## src/hw/vga_frame_pkg.sv

```systemverilog
// frame buffer scanout package with raster geometry, queue sizing and shared vector types
package vga_frame_pkg;

   // ---------------------------------------------------------------------
   // raster geometry, 1024x768 at 60 Hz
   // ---------------------------------------------------------------------
   localparam int H_ACTIVE     = 1024;
   localparam int H_SYNC_START = 1048;
   localparam int H_SYNC_END   = 1184;
   localparam int H_TOTAL      = 1344;

   localparam int V_ACTIVE     = 768;
   localparam int V_SYNC_START = 777;
   localparam int V_SYNC_END   = 783;
   localparam int V_TOTAL      = 806;

   // ---------------------------------------------------------------------
   // scanout pipeline
   // ---------------------------------------------------------------------
   // read lookahead in pixels
   localparam int FORECAST    = 8;
   // cycles from read issue to data on the ram bus
   localparam int RAM_LATENCY = 2;
   // how far the unpacked pixel runs ahead of the raster
   // two cycles go to the latch and display registers
   localparam int PIX_LEAD    = FORECAST - RAM_LATENCY - 2;

   // write queue depth, same as the writer's starting credits
   localparam int WR_CREDITS  = 4;
   localparam int QPTR_W      = $clog2(WR_CREDITS);
   localparam int QCNT_W      = $clog2(WR_CREDITS + 1);

   // ---------------------------------------------------------------------
   // vector types
   // ---------------------------------------------------------------------
   typedef logic [10:0] hcount_t;
   typedef logic [9:0]  vcount_t;
   // line in [18:9], column/2 in [8:0]
   typedef logic [18:0] vram_addr_t;
   // even pixel in [35:18], odd pixel in [17:0]
   typedef logic [35:0] vram_word_t;
   // red [17:12], green [11:6], blue [5:0]
   typedef logic [17:0] pixel_t;
   typedef logic [7:0]  colour_t;

endpackage

```

## src/hw/vga_frame_ifs.sv

```systemverilog
// raster timing and frame write request interfaces for the scanout pipeline
`timescale 1ns/1ps

// ---------------------------------------------------------------------
// raster position plus sync and blank
// ---------------------------------------------------------------------
interface raster_if import vga_frame_pkg::*; ();
   hcount_t hcount;
   vcount_t vcount;
   // both syncs active low
   logic    hsync;
   logic    vsync;
   // high outside the visible area
   logic    blank;

   modport source (
      output hcount, vcount, hsync, vsync, blank
   );

   modport sink (
      input hcount, vcount, hsync, vsync, blank
   );
endinterface

// ---------------------------------------------------------------------
// queue head towards the ram arbiter
// ---------------------------------------------------------------------
interface write_req_if import vga_frame_pkg::*; ();
   logic       valid;
   vram_addr_t addr;
   vram_word_t data;
   // only with valid high, entry leaves at that edge
   logic       pop;

   modport queue (
      output valid, addr, data,
      input  pop
   );

   modport arbiter (
      input  valid, addr, data,
      output pop
   );
endinterface

```

## src/hw/video_timing_gen.sv

```systemverilog
// raster timing generator with column and line counters and registered sync and blank
`timescale 1ns/1ps

module video_timing_gen import vga_frame_pkg::*; (
   input logic     clk,
   input logic     reset,
   raster_if.source raster
);

   hcount_t h_cnt;
   vcount_t v_cnt;
   hcount_t h_nxt;
   vcount_t v_nxt;
   logic    line_end;
   logic    hsync_r;
   logic    vsync_r;
   logic    blank_r;

   // ---------------------------------------------------------------------
   // next raster position
   // ---------------------------------------------------------------------
   assign line_end = (h_cnt == hcount_t'(H_TOTAL - 1));

   always_comb begin
      if (line_end) begin
         h_nxt = '0;
         // line wraps at the bottom of the frame
         if (v_cnt == vcount_t'(V_TOTAL - 1)) begin
            v_nxt = '0;
         end else begin
            v_nxt = v_cnt + 1'b1;
         end
      end else begin
         h_nxt = h_cnt + 1'b1;
         v_nxt = v_cnt;
      end
   end

   // ---------------------------------------------------------------------
   // counters and sync registers
   // ---------------------------------------------------------------------
   // sync and blank are decoded from the next position,
   // so once registered they line up with the counters
   always_ff @(posedge clk) begin
      if (reset) begin
         h_cnt   <= '0;
         v_cnt   <= '0;
         hsync_r <= 1'b1;
         vsync_r <= 1'b1;
         // position 0,0 is visible
         blank_r <= 1'b0;
      end else begin
         h_cnt   <= h_nxt;
         v_cnt   <= v_nxt;
         hsync_r <= !((h_nxt >= H_SYNC_START) && (h_nxt < H_SYNC_END));
         vsync_r <= !((v_nxt >= V_SYNC_START) && (v_nxt < V_SYNC_END));
         blank_r <= (h_nxt >= H_ACTIVE) || (v_nxt >= V_ACTIVE);
      end
   end

   assign raster.hcount = h_cnt;
   assign raster.vcount = v_cnt;
   assign raster.hsync  = hsync_r;
   assign raster.vsync  = vsync_r;
   assign raster.blank  = blank_r;

endmodule

```

## src/hw/frame_write_queue.sv

```systemverilog
// credited write queue that holds frame buffer writes until the arbiter takes them
`timescale 1ns/1ps

module frame_write_queue import vga_frame_pkg::*; (
   input  logic        clk,
   input  logic        reset,
   input  logic        wr_valid,
   input  vram_addr_t  wr_addr,
   input  vram_word_t  wr_data,
   output logic        wr_credit,
   write_req_if.queue  req
);

   // entry storage, address and data side by side
   vram_addr_t        addr_mem [WR_CREDITS];
   vram_word_t        data_mem [WR_CREDITS];

   logic [QPTR_W-1:0] wr_ptr;
   logic [QPTR_W-1:0] rd_ptr;
   logic [QCNT_W-1:0] count;

   // ---------------------------------------------------------------------
   // storage
   // ---------------------------------------------------------------------
   // the writer only sends with a credit in hand
   // so a push never lands on a full queue
   always_ff @(posedge clk) begin
      if (wr_valid) begin
         addr_mem[wr_ptr] <= wr_addr;
         data_mem[wr_ptr] <= wr_data;
      end
   end

   // ---------------------------------------------------------------------
   // pointers, occupancy and credit return
   // ---------------------------------------------------------------------
   always_ff @(posedge clk) begin
      if (reset) begin
         wr_ptr    <= '0;
         rd_ptr    <= '0;
         count     <= '0;
         wr_credit <= 1'b0;
      end else begin
         if (wr_valid) begin
            wr_ptr <= (wr_ptr == QPTR_W'(WR_CREDITS - 1)) ? '0 : wr_ptr + 1'b1;
         end
         if (req.pop) begin
            rd_ptr <= (rd_ptr == QPTR_W'(WR_CREDITS - 1)) ? '0 : rd_ptr + 1'b1;
         end
         // push and pop together leave the count alone
         case ({wr_valid, req.pop})
            2'b10:   count <= count + 1'b1;
            2'b01:   count <= count - 1'b1;
            default: count <= count;
         endcase
         // one credit back per committed word
         wr_credit <= req.pop;
      end
   end

   // head of queue, visible the cycle after the push
   assign req.valid = (count != '0);
   assign req.addr  = addr_mem[rd_ptr];
   assign req.data  = data_mem[rd_ptr];

endmodule

```

## src/hw/vram_arbiter.sv

```systemverilog
// ram port arbiter with forecast scanout reads on even columns and queued writes on odd ones
`timescale 1ns/1ps

module vram_arbiter import vga_frame_pkg::*; (
   input  logic         clk,
   input  logic         reset,
   raster_if.sink       raster,
   write_req_if.arbiter req,
   output vram_addr_t   ram_addr,
   output logic         ram_we,
   output vram_word_t   ram_wdata
);

   hcount_t    fc_col_raw;
   hcount_t    fc_col;
   vcount_t    fc_line;
   vram_addr_t scan_addr;
   logic       write_slot;

   // ---------------------------------------------------------------------
   // scanout forecast
   // ---------------------------------------------------------------------
   // the address register is loaded one cycle early, so it is
   // worked out for the position after the next one plus FORECAST
   assign fc_col_raw = raster.hcount + hcount_t'(FORECAST + 1);

   always_comb begin
      if (fc_col_raw >= H_TOTAL) begin
         // runs off the end of the line, into the next one
         fc_col = fc_col_raw - hcount_t'(H_TOTAL);
         if (raster.vcount == vcount_t'(V_TOTAL - 1)) begin
            fc_line = '0;
         end else begin
            fc_line = raster.vcount + 1'b1;
         end
      end else begin
         fc_col  = fc_col_raw;
         fc_line = raster.vcount;
      end
   end

   // word address is line and column/2
   // columns in the blanking interval alias harmlessly
   always_ff @(posedge clk) begin
      if (reset) begin
         // counters restart at 0,0 so the first read is for column FORECAST
         scan_addr <= vram_addr_t'(FORECAST / 2);
      end else begin
         scan_addr <= {fc_line, fc_col[9:1]};
      end
   end

   // ---------------------------------------------------------------------
   // slot selection
   // ---------------------------------------------------------------------
   // odd columns belong to the write queue, even columns to scanout
   assign write_slot = raster.hcount[0];

   assign ram_we    = write_slot && req.valid;
   assign req.pop   = ram_we;
   // idle odd slots still drive the scan address
   assign ram_addr  = ram_we ? req.addr : scan_addr;
   assign ram_wdata = req.data;

endmodule

```

## src/hw/pixel_unpack.sv

```systemverilog
// pixel unpacker that splits ram words into pixels and aligns them with sync and blank
`timescale 1ns/1ps

module pixel_unpack import vga_frame_pkg::*; (
   input  logic       clk,
   input  logic       reset,
   raster_if.sink     raster,
   input  vram_word_t ram_rdata,
   output colour_t    vga_red,
   output colour_t    vga_green,
   output colour_t    vga_blue,
   output logic       vga_hsync,
   output logic       vga_vsync,
   output logic       vga_blank_b
);

   vram_word_t word_latched;
   vram_word_t word_disp;
   pixel_t     pix_sel;
   // lookahead delay so the pixel meets its own raster position
   pixel_t     pix_pipe [PIX_LEAD];

   // ---------------------------------------------------------------------
   // word capture
   // ---------------------------------------------------------------------
   // reads go out on even columns and come back two cycles later,
   // again on an even column
   always_ff @(posedge clk) begin
      if (!raster.hcount[0]) begin
         word_latched <= ram_rdata;
      end
   end

   // hand over on the odd column so the display word
   // stays put for an even/odd pair
   always_ff @(posedge clk) begin
      if (raster.hcount[0]) begin
         word_disp <= word_latched;
      end
   end

   // even column takes the upper half
   assign pix_sel = raster.hcount[0] ? word_disp[17:0] : word_disp[35:18];

   // ---------------------------------------------------------------------
   // alignment
   // ---------------------------------------------------------------------
   // pix_sel is PIX_LEAD positions ahead of the raster
   always_ff @(posedge clk) begin
      pix_pipe[0] <= pix_sel;
      for (int i = 1; i < PIX_LEAD; i++) begin
         pix_pipe[i] <= pix_pipe[i-1];
      end
   end

   // ---------------------------------------------------------------------
   // output registers
   // ---------------------------------------------------------------------
   // 6-bit fields go out on the top of each 8-bit channel
   always_ff @(posedge clk) begin
      vga_red   <= {pix_pipe[PIX_LEAD-1][17:12], 2'b00};
      vga_green <= {pix_pipe[PIX_LEAD-1][11:6], 2'b00};
      vga_blue  <= {pix_pipe[PIX_LEAD-1][5:0], 2'b00};
   end

   // sync and blank take one register, same as the colour channels
   always_ff @(posedge clk) begin
      if (reset) begin
         vga_hsync   <= 1'b1;
         vga_vsync   <= 1'b1;
         vga_blank_b <= 1'b0;
      end else begin
         vga_hsync   <= raster.hsync;
         vga_vsync   <= raster.vsync;
         vga_blank_b <= !raster.blank;
      end
   end

endmodule

```

## src/hw/vga_frame_top.sv

```systemverilog
// frame buffer scanout engine top with timing, write queue, ram arbiter and pixel output
`timescale 1ns/1ps

module vga_frame_top import vga_frame_pkg::*; (
   input  logic       clk,
   input  logic       reset,

   // credited frame buffer write stream
   input  logic       wr_valid,
   input  vram_addr_t wr_addr,
   input  vram_word_t wr_data,
   output logic       wr_credit,

   // synchronous ram, two cycles of read latency
   output vram_addr_t ram_addr,
   output logic       ram_we,
   output vram_word_t ram_wdata,
   input  vram_word_t ram_rdata,

   // vga output
   output colour_t    vga_red,
   output colour_t    vga_green,
   output colour_t    vga_blue,
   output logic       vga_hsync,
   output logic       vga_vsync,
   output logic       vga_blank_b
);

   raster_if    raster ();
   write_req_if wreq ();

   // ---------------------------------------------------------------------
   // raster timing
   // ---------------------------------------------------------------------
   video_timing_gen i_timing (
      .clk    (clk),
      .reset  (reset),
      .raster (raster.source)
   );

   // ---------------------------------------------------------------------
   // write path
   // ---------------------------------------------------------------------
   frame_write_queue i_queue (
      .clk       (clk),
      .reset     (reset),
      .wr_valid  (wr_valid),
      .wr_addr   (wr_addr),
      .wr_data   (wr_data),
      .wr_credit (wr_credit),
      .req       (wreq.queue)
   );

   // one ram port shared by scanout and writes
   vram_arbiter i_arbiter (
      .clk       (clk),
      .reset     (reset),
      .raster    (raster.sink),
      .req       (wreq.arbiter),
      .ram_addr  (ram_addr),
      .ram_we    (ram_we),
      .ram_wdata (ram_wdata)
   );

   // ---------------------------------------------------------------------
   // scanout path
   // ---------------------------------------------------------------------
   pixel_unpack i_unpack (
      .clk         (clk),
      .reset       (reset),
      .raster      (raster.sink),
      .ram_rdata   (ram_rdata),
      .vga_red     (vga_red),
      .vga_green   (vga_green),
      .vga_blue    (vga_blue),
      .vga_hsync   (vga_hsync),
      .vga_vsync   (vga_vsync),
      .vga_blank_b (vga_blank_b)
   );

endmodule

```

## config.mk

```make
export PLATFORM = sky130hd
export DESIGN_NAME = vga_frame_top
export DESIGN_NICKNAME = d
export VERILOG_FILES = /design/src/hw/vga_frame_pkg.sv /design/src/hw/vga_frame_ifs.sv /design/src/hw/video_timing_gen.sv /design/src/hw/frame_write_queue.sv /design/src/hw/vram_arbiter.sv /design/src/hw/pixel_unpack.sv /design/src/hw/vga_frame_top.sv
export SDC_FILE = /design/constraint.sdc
export NUM_CORES = 1
export LEC_CHECK = 0
export ABC_AREA = 1
export BUFFER_PORTS_ARGS = -buffer_cell sky130_fd_sc_hd__clkbuf_2
export CORE_MARGIN = 2
export CORE_UTILIZATION = 40
export DETAILED_ROUTE_END_ITERATION = 8
export MAX_ROUTING_LAYER = met4
export PLACE_DENSITY = 0.61
export SKIP_CTS_REPAIR_TIMING = 1
export SLEW_MARGIN = 20
export SYNTH_ARGS = -nofsm -noshare
export SYNTH_HDL_FRONTEND = slang
export SYNTH_HIERARCHICAL = 1
export SYNTH_SLANG_ARGS = --single-unit
```

## constraint.sdc

```tcl
create_clock -name clk -period 4.3 [get_ports clk]
set_clock_uncertainty 0.05 [all_clocks]
set_input_delay 0.43 -clock clk [delete_from_list [all_inputs] [get_ports clk]]
set_output_delay 0.43 -clock clk [all_outputs]
set_load 0.02 [all_outputs]
```

# After elaboration in Yosys (flattened, before gate mapping)
# Memories as Yosys holds them, arrays and structs flattened. A register that Yosys moved wholly into a read port is not among the register bits.
# Cells that the tools add are included.
[word_totals]
ff_bits = 126
ramBits = 292
in_bits = 94
output_inout_bits = 84
word_cells = 64
mem_count = 3
[op_classes]
add_sub_neg = 8
magnitude_cmp = 7
n_eq_ne = 6
muxes = 16
reduce_logical = 9
[memory_table]
columns = ["memory", "depth", "width", "rd", "rd_ports_with_merged_regs", "wr", "line", "source"]
rows = [
  ["i_queue.data_mem", 4, 36, 1, 1, 1, "frame_write_queue.sv:16", "vram_word_t data_mem [WR_CREDITS];"],
  ["i_queue.addr_mem", 4, 19, 1, 1, 1, "frame_write_queue.sv:15", "vram_addr_t addr_mem [WR_CREDITS];"],
  ["i_unpack.pix_pipe", 4, 18, 4, 1, 4, "pixel_unpack.sv:21", "pixel_t pix_pipe [PIX_LEAD];"],
]
[ops]
columns = ["op", "n"]
rows = [
  ["$mux 10", 4],
  ["$ge 11x11->1 const B", 3],
  ["$ge 10x10->1 const B", 2],
  ["$mux 19", 1],
  ["$mux 18", 1],
  ["$mux 2", 6],
  ["$add 11x1->11 const B", 1],
  ["$add 11x4->11 const B", 1],
  ["$eq 11x11->1 const B", 1],
  ["$lt 11x11->1 const B", 1],
  ["$mux 11", 1],
  ["$add 10x1->10 const B", 1],
  ["$eq 10x10->1 const B", 1],
  ["$lt 10x10->1 const B", 1],
  ["$sub 10x9->10 const B", 1],
  ["$eq 2x2->1 const B", 3],
  ["$pmux 3 s2", 1],
  ["$add 2x1->2 const B", 2],
  ["$add 3x1->3 const B", 1],
  ["$logic_and 1x1->1", 3],
  ["$logic_not 1->1", 3],
  ["$reduce_bool 3->1", 1],
  ["$sub 3x1->3 const B", 1],
  ["$eq 2x1->1 const B", 1],
  ["other kinds (3)", 4],
]

# Depth between registers and ports, before layout
[logic_depth]
word_depth = 6
mapped_depth = 17
ltp_nobuf = 17

# By module
# Netlist, hierarchy kept.
[by_module_without_submodules]
columns = ["module", "instances", "cells_each", "area_each_um2", "seq_area_each_um2"]
rows = [
  ["frame_write_queue", 1, 594, 8633.3, 6806.5],
  ["pixel_unpack", 1, 233, 4344.2, 4023.9],
  ["vram_arbiter", 1, 323, 1925.6, 380.4],
  ["video_timing_gen", 1, 227, 1433.9, 480.5],
]

# Worst setup path after synthesis
# OpenSTA, ideal clock, no wires.
[synth_path]
kind = "reg2reg"
startpoint = "reg i_timing.h_cnt[0] (netlist: i_timing/raster.hcount[0])"
endpoint = "reg i_arbiter.scan_addr[17]"
setup_time_ns = 0.115
arrival_ns = 2.996
t_required_ns = 4.135
path_slack_ns = 1.139
stages_incl_launch_ff = 17
path_buffers = 1
period_less_slack_ns = 3.161
path_cell_list = "dfxtp_1 -> ha_1 -> nand2_1 -> nand2_2 -> nand2_1 -> nand2_1 -> nand2_1 -> inv_1 -> ha_1 -> nand2_1 -> nor2_1 -> nand3_1 -> nor2_1 -> nand3_2 -> buf_4 -> a21oi_1 -> nor2_1"
[synth_via]
elab_chain_len = 3
[synth_rtl]
columns = ["element", "line", "source"]
rows = [
  ["start, declared", "video_timing_gen.sv:10", "hcount_t h_cnt;"],
  ["start signal, assigned", "video_timing_gen.sv:53", "h_cnt <= h_nxt;"],
  ["$add 11x4->11", "vram_arbiter.sv:25", "assign fc_col_raw = raster.hcount + hcount_t'(FORECAST + 1);"],
  ["$ge 11x11->1", "vram_arbiter.sv:28", "if (fc_col_raw >= H_TOTAL) begin"],
  ["$mux 10", "vram_arbiter.sv:28", ""],
  ["end signal, assigned", "vram_arbiter.sv:47", "scan_addr <= vram_addr_t'(FORECAST / 2);"],
  ["end signal, assigned", "vram_arbiter.sv:49", "scan_addr <= {fc_line, fc_col[9:1]};"],
  ["end, declared", "vram_arbiter.sv:17", "vram_addr_t scan_addr;"],
]
# Every way passes these cells.
# A chain may end at the register's enable or synchronous reset.

# Final worst setup path
[layout_path]
startpoint = "reg i_timing.h_cnt[0] (netlist: i_timing/raster.hcount[0])"
endpoint = "out ram_addr[0]"
[layout_via]
elab_chain_len = 2
[layout_rtl]
columns = ["element", "line", "source"]
rows = [
  ["$logic_and 1x1->1", "vram_arbiter.sv:59", "assign ram_we = write_slot && req.valid;"],
  ["$mux 19", "vram_arbiter.sv:62", "assign ram_addr = ram_we ? req.addr : scan_addr;"],
  ["end, declared", "vga_frame_top.sv:15", "output vram_addr_t ram_addr,"],
]
# Every way passes these cells.

==> summary.md <==
| Metric | Value |
|---|---|
| Fin. max-slew vios | `0` |
| Initial core utilization | `about two fifths` |
| # setup viols final | `0` |
| Worst Path Required | `3.82 ns` |
| Most common cell after layout, fill and taps aside | `edfxtp_1` |
| Delay of the slowest critical-path stage | `around 0.70 ns` |
| Vias post-DR | `10.1k` |
| 1st-pass router iterations | `5` |
| Drt via density | `4.74` |
| CP top delay family | `buffers and inverters` |
| Library cells used by synthesis | `between 40 and 50` |
| Mapped Avg Cell Area | `roughly 12 µm²` |
| Hpwl dp | `between 15 and 20 mm` |
| Gr ovfl total | `0` |
| Crit path time final | `~3.5 ns` |
| Clock root buffer | `clkbuf_16` |
| Total CTS buffers | `between 40 and 50` |
| Pwr dens | `about 490 nW/µm²` |
| Final std cells w/o fill | `between 2k and 2.5k` |
| Ports | `between 150 and 200` |
| CTS clock-pin slew for the worst setup and hold paths | `roughly 0.060 ns` |
| Sw Ratio | `around a quarter` |
| Critical Path Start Type | `flop` |
| Hold Crit Class | `in2reg` |
| Initial antenna violation count | `0` |
| Slew headroom | `between 30% and 40%` |
| Sequential-to-total area share from yosys stat | `71.6%` |
| Setup WS pre-CTS | `between 1 and 1.5 ns` |
| Crit-path max FO | `24` |
| First-pass GRT wire length | `50.6 mm` |
| Mapped Cells | `roughly 1.4k` |
| DIE AREA | `42500 µm²` |
| Int Pwr | `between 7000 and 8000 µW` |
| Post-route ant nets | `0` |
| Clk_lat worst skew | `0.56 ns` |
| Synth warn | `6` |
| Worst setup path class | `reg2out` |
| Nets | `about 1.7k` |
| Share of cells above drive strength 1 | `19.0%` |
| Crit path DAT | `2.98 ns` |
| Remaining DRCs | `0` |
| Worst setup EP type | `primary output` |
| Commonest cells after routing, fill and taps aside | `edfxtp_1, nand2_1, nor2_1` |
| Most frequent CP cell | `nand2_1` |
| Clock Tree Buf Depth | `3` |
| Maxcap violations | `0` |
| RSZ-0062 raised after global routing | `false` |
| Post-Syn Area | `between 15000 and 20000 µm²` |
| Post-Route WL | `32.6 mm` |
| Setup WS post-layout | `between 0.8 and 0.9 ns` |
| Clock share of power | `38.6%` |
| Routability cong. | `between 0.8 and 0.9` |
| Crit-path cells | `nand2_1, inv_1, nand2_1, nand2_1, clkbuf_2` |
| WL per Instance | `about 15 µm` |
| Synth Register Bits | `438` |
| Period Utilization, post-route | `80.4%` |
| P_leak | `~0.0075 µW` |
| Peak Freq | `between 200 and 300 MHz` |
| Setup_tns | `0 ns` |
| Post-Place Cells | `approximately 2k` |
| Slowest-stage cell, CP | `dfxtp_2` |
| CTS Sinks | `~440` |
| Combinational share of power | `10.2%` |
| Iter 0 DRT Violations | `between 500 and 600` |
| Hold Fails Final Rpt | `0` |
| # rows | `74` |
| Synth-to-Final Area Change | `16.7%` |
| Status | `finished, final reports clean` |
| Crit path buf inv count | `2` |
| Reg power frac | `51.2%` |
| Total Routing Usage GR | `around 16%` |
| H-Tree Level Count | `2` |
| Die X | `~210 µm` |
| Actual slew at the worst max-slew pin | `~1.0 ns` |
| Die H | `approximately 200 µm` |
| Hold slack | `0.0317 ns` |
| Largest net degree at the start of global routing | `between 100 and 150` |
| Number of global-route vias before repair | `~9.6k` |
| Peak supply drop | `roughly 0.32 mV` |
| CTS tree | `yes` |
| Port bufs | `171` |
| Sw power | `approximately 2300 µW` |
| Core Area | `between 40000 and 50000 µm²` |
## final cells by class
cell class | count | area (µm²)
antenna | 1 | 2.50
fill | 3605 | 21500
clock buffer | 60 | 1250
tap | 532 | 666
sequential | 438 | 11700
timing repair buffer | 217 | 1290
clock inverter | 23 | 151
inverter | 75 | 293
multi-input combinational | 777 | 3710
## worst register-to-register path: stages, from the launching register on
cell	delay, ns
dfxtp_2	0.70
nand2_1	0.54
inv_1	0.67
ha_1	0.35
fa_1	0.43
o21ai_0	0.16
nor2_1	0.05
## through the flow
| step | area, µm² | utilization, % | total power, µW |
|---|---|---|---|
| after CTS | 18700 | 46.1 | 9530 |
| after detailed placement | 17300 | 42.7 | 5870 |
| after global placement | 17300 | 42.6 | 5850 |
| after global routing | 19100 | 47.0 | 9840 |
| after floorplan | 16400 | - | 5640 |
| final | 19100 | 47.0 | 9430 |
## cell usage after synthesis, drive strengths merged
cell    count  area, µm²
a21oi      16       80.1
ha         16        200
xnor2       2       17.5
clkbuf     23       96.3
conb        1       3.75
xor2        6       60.1
nand2     252       1000
o21bai      1       7.51
nor3       11       55.1
nand4       8       62.6
nor2      213        843
nand3      55        300
or2         6       37.5
a21boi      1       7.51
o21ai     125        629
a31oi       1       6.26
buf        69        569
nand3b      2       15.0
clkinv      1       3.75
edfxtp    292       8770
fa          1       20.0
inv        74        285
o22ai      55        344
dfxtp     146       2920
## logic make-up after synthesis
kind of cell	share of synthesized area, %
buf+inv	5.84
compound gates	6.58
xor+xnor	0.475
fa+ha+maj	1.35
flops	71.6
other cells	0.0230
simple gates	14.2
## worst paths after layout
check / startpoint / to / slack (ns) / cells after the start
max: i_timing/raster.hcount[0] / ram_addr[0] / 0.84 / 5
min: wr_data[2] / i_queue/data_mem[0][2] / 0.03 / 1
max reg2reg: i_timing/raster.hcount[0] / i_queue/count[1] / 1.26 / 6
min reg2reg: i_unpack/pix_pipe[1][10] / i_unpack/pix_pipe[2][10] / 0.27 / 0
## power groups by stage
stage / sequential (µW) / clock (µW) / combinational [µW]
2_1_floorplan: 4920 / 0 / 720
3_3_place_gp: 4910 / 0 / 941
3_5_place_dp: 4910 / 0 / 952
4_1_cts: 4830 / 3750 / 955
5_1_grt: 4850 / 3920 / 1070
6_report: 4820 / 3640 / 964
## registers in the layout (all words and copies together), names as in the netlist, named ones only
signal,flops
i_unpack/vga_vsync,1
i_timing/raster.hcount,11
i_unpack/vga_blank_b,1
i_timing/raster.vcount,10
i_queue/wr_credit,1
i_unpack/vga_green,6
i_arbiter/scan_addr,19
i_queue/rd_ptr,2
i_timing/raster.hsync,1
i_unpack/word_disp,36
i_unpack/word_latched,36
i_unpack/vga_red,6
i_unpack/pix_pipe,72
i_queue/data_mem,144
i_timing/raster.vsync,1
i_timing/raster.blank,1
i_queue/addr_mem,76
i_queue/wr_ptr,2
i_queue/count,3
i_unpack/vga_blue,6
i_unpack/vga_hsync,1
## metal layers
layer	part of all wire, %	up-vias	track usage (%)
met5	0	-	-
met4	1.9	0	4.44
met3	5.1	55	3.48
met2	49	202	26.7
met1	44	4784	19.0
li1	-	5023	-
No activity file was read; power rests on OpenSTA's default activity.
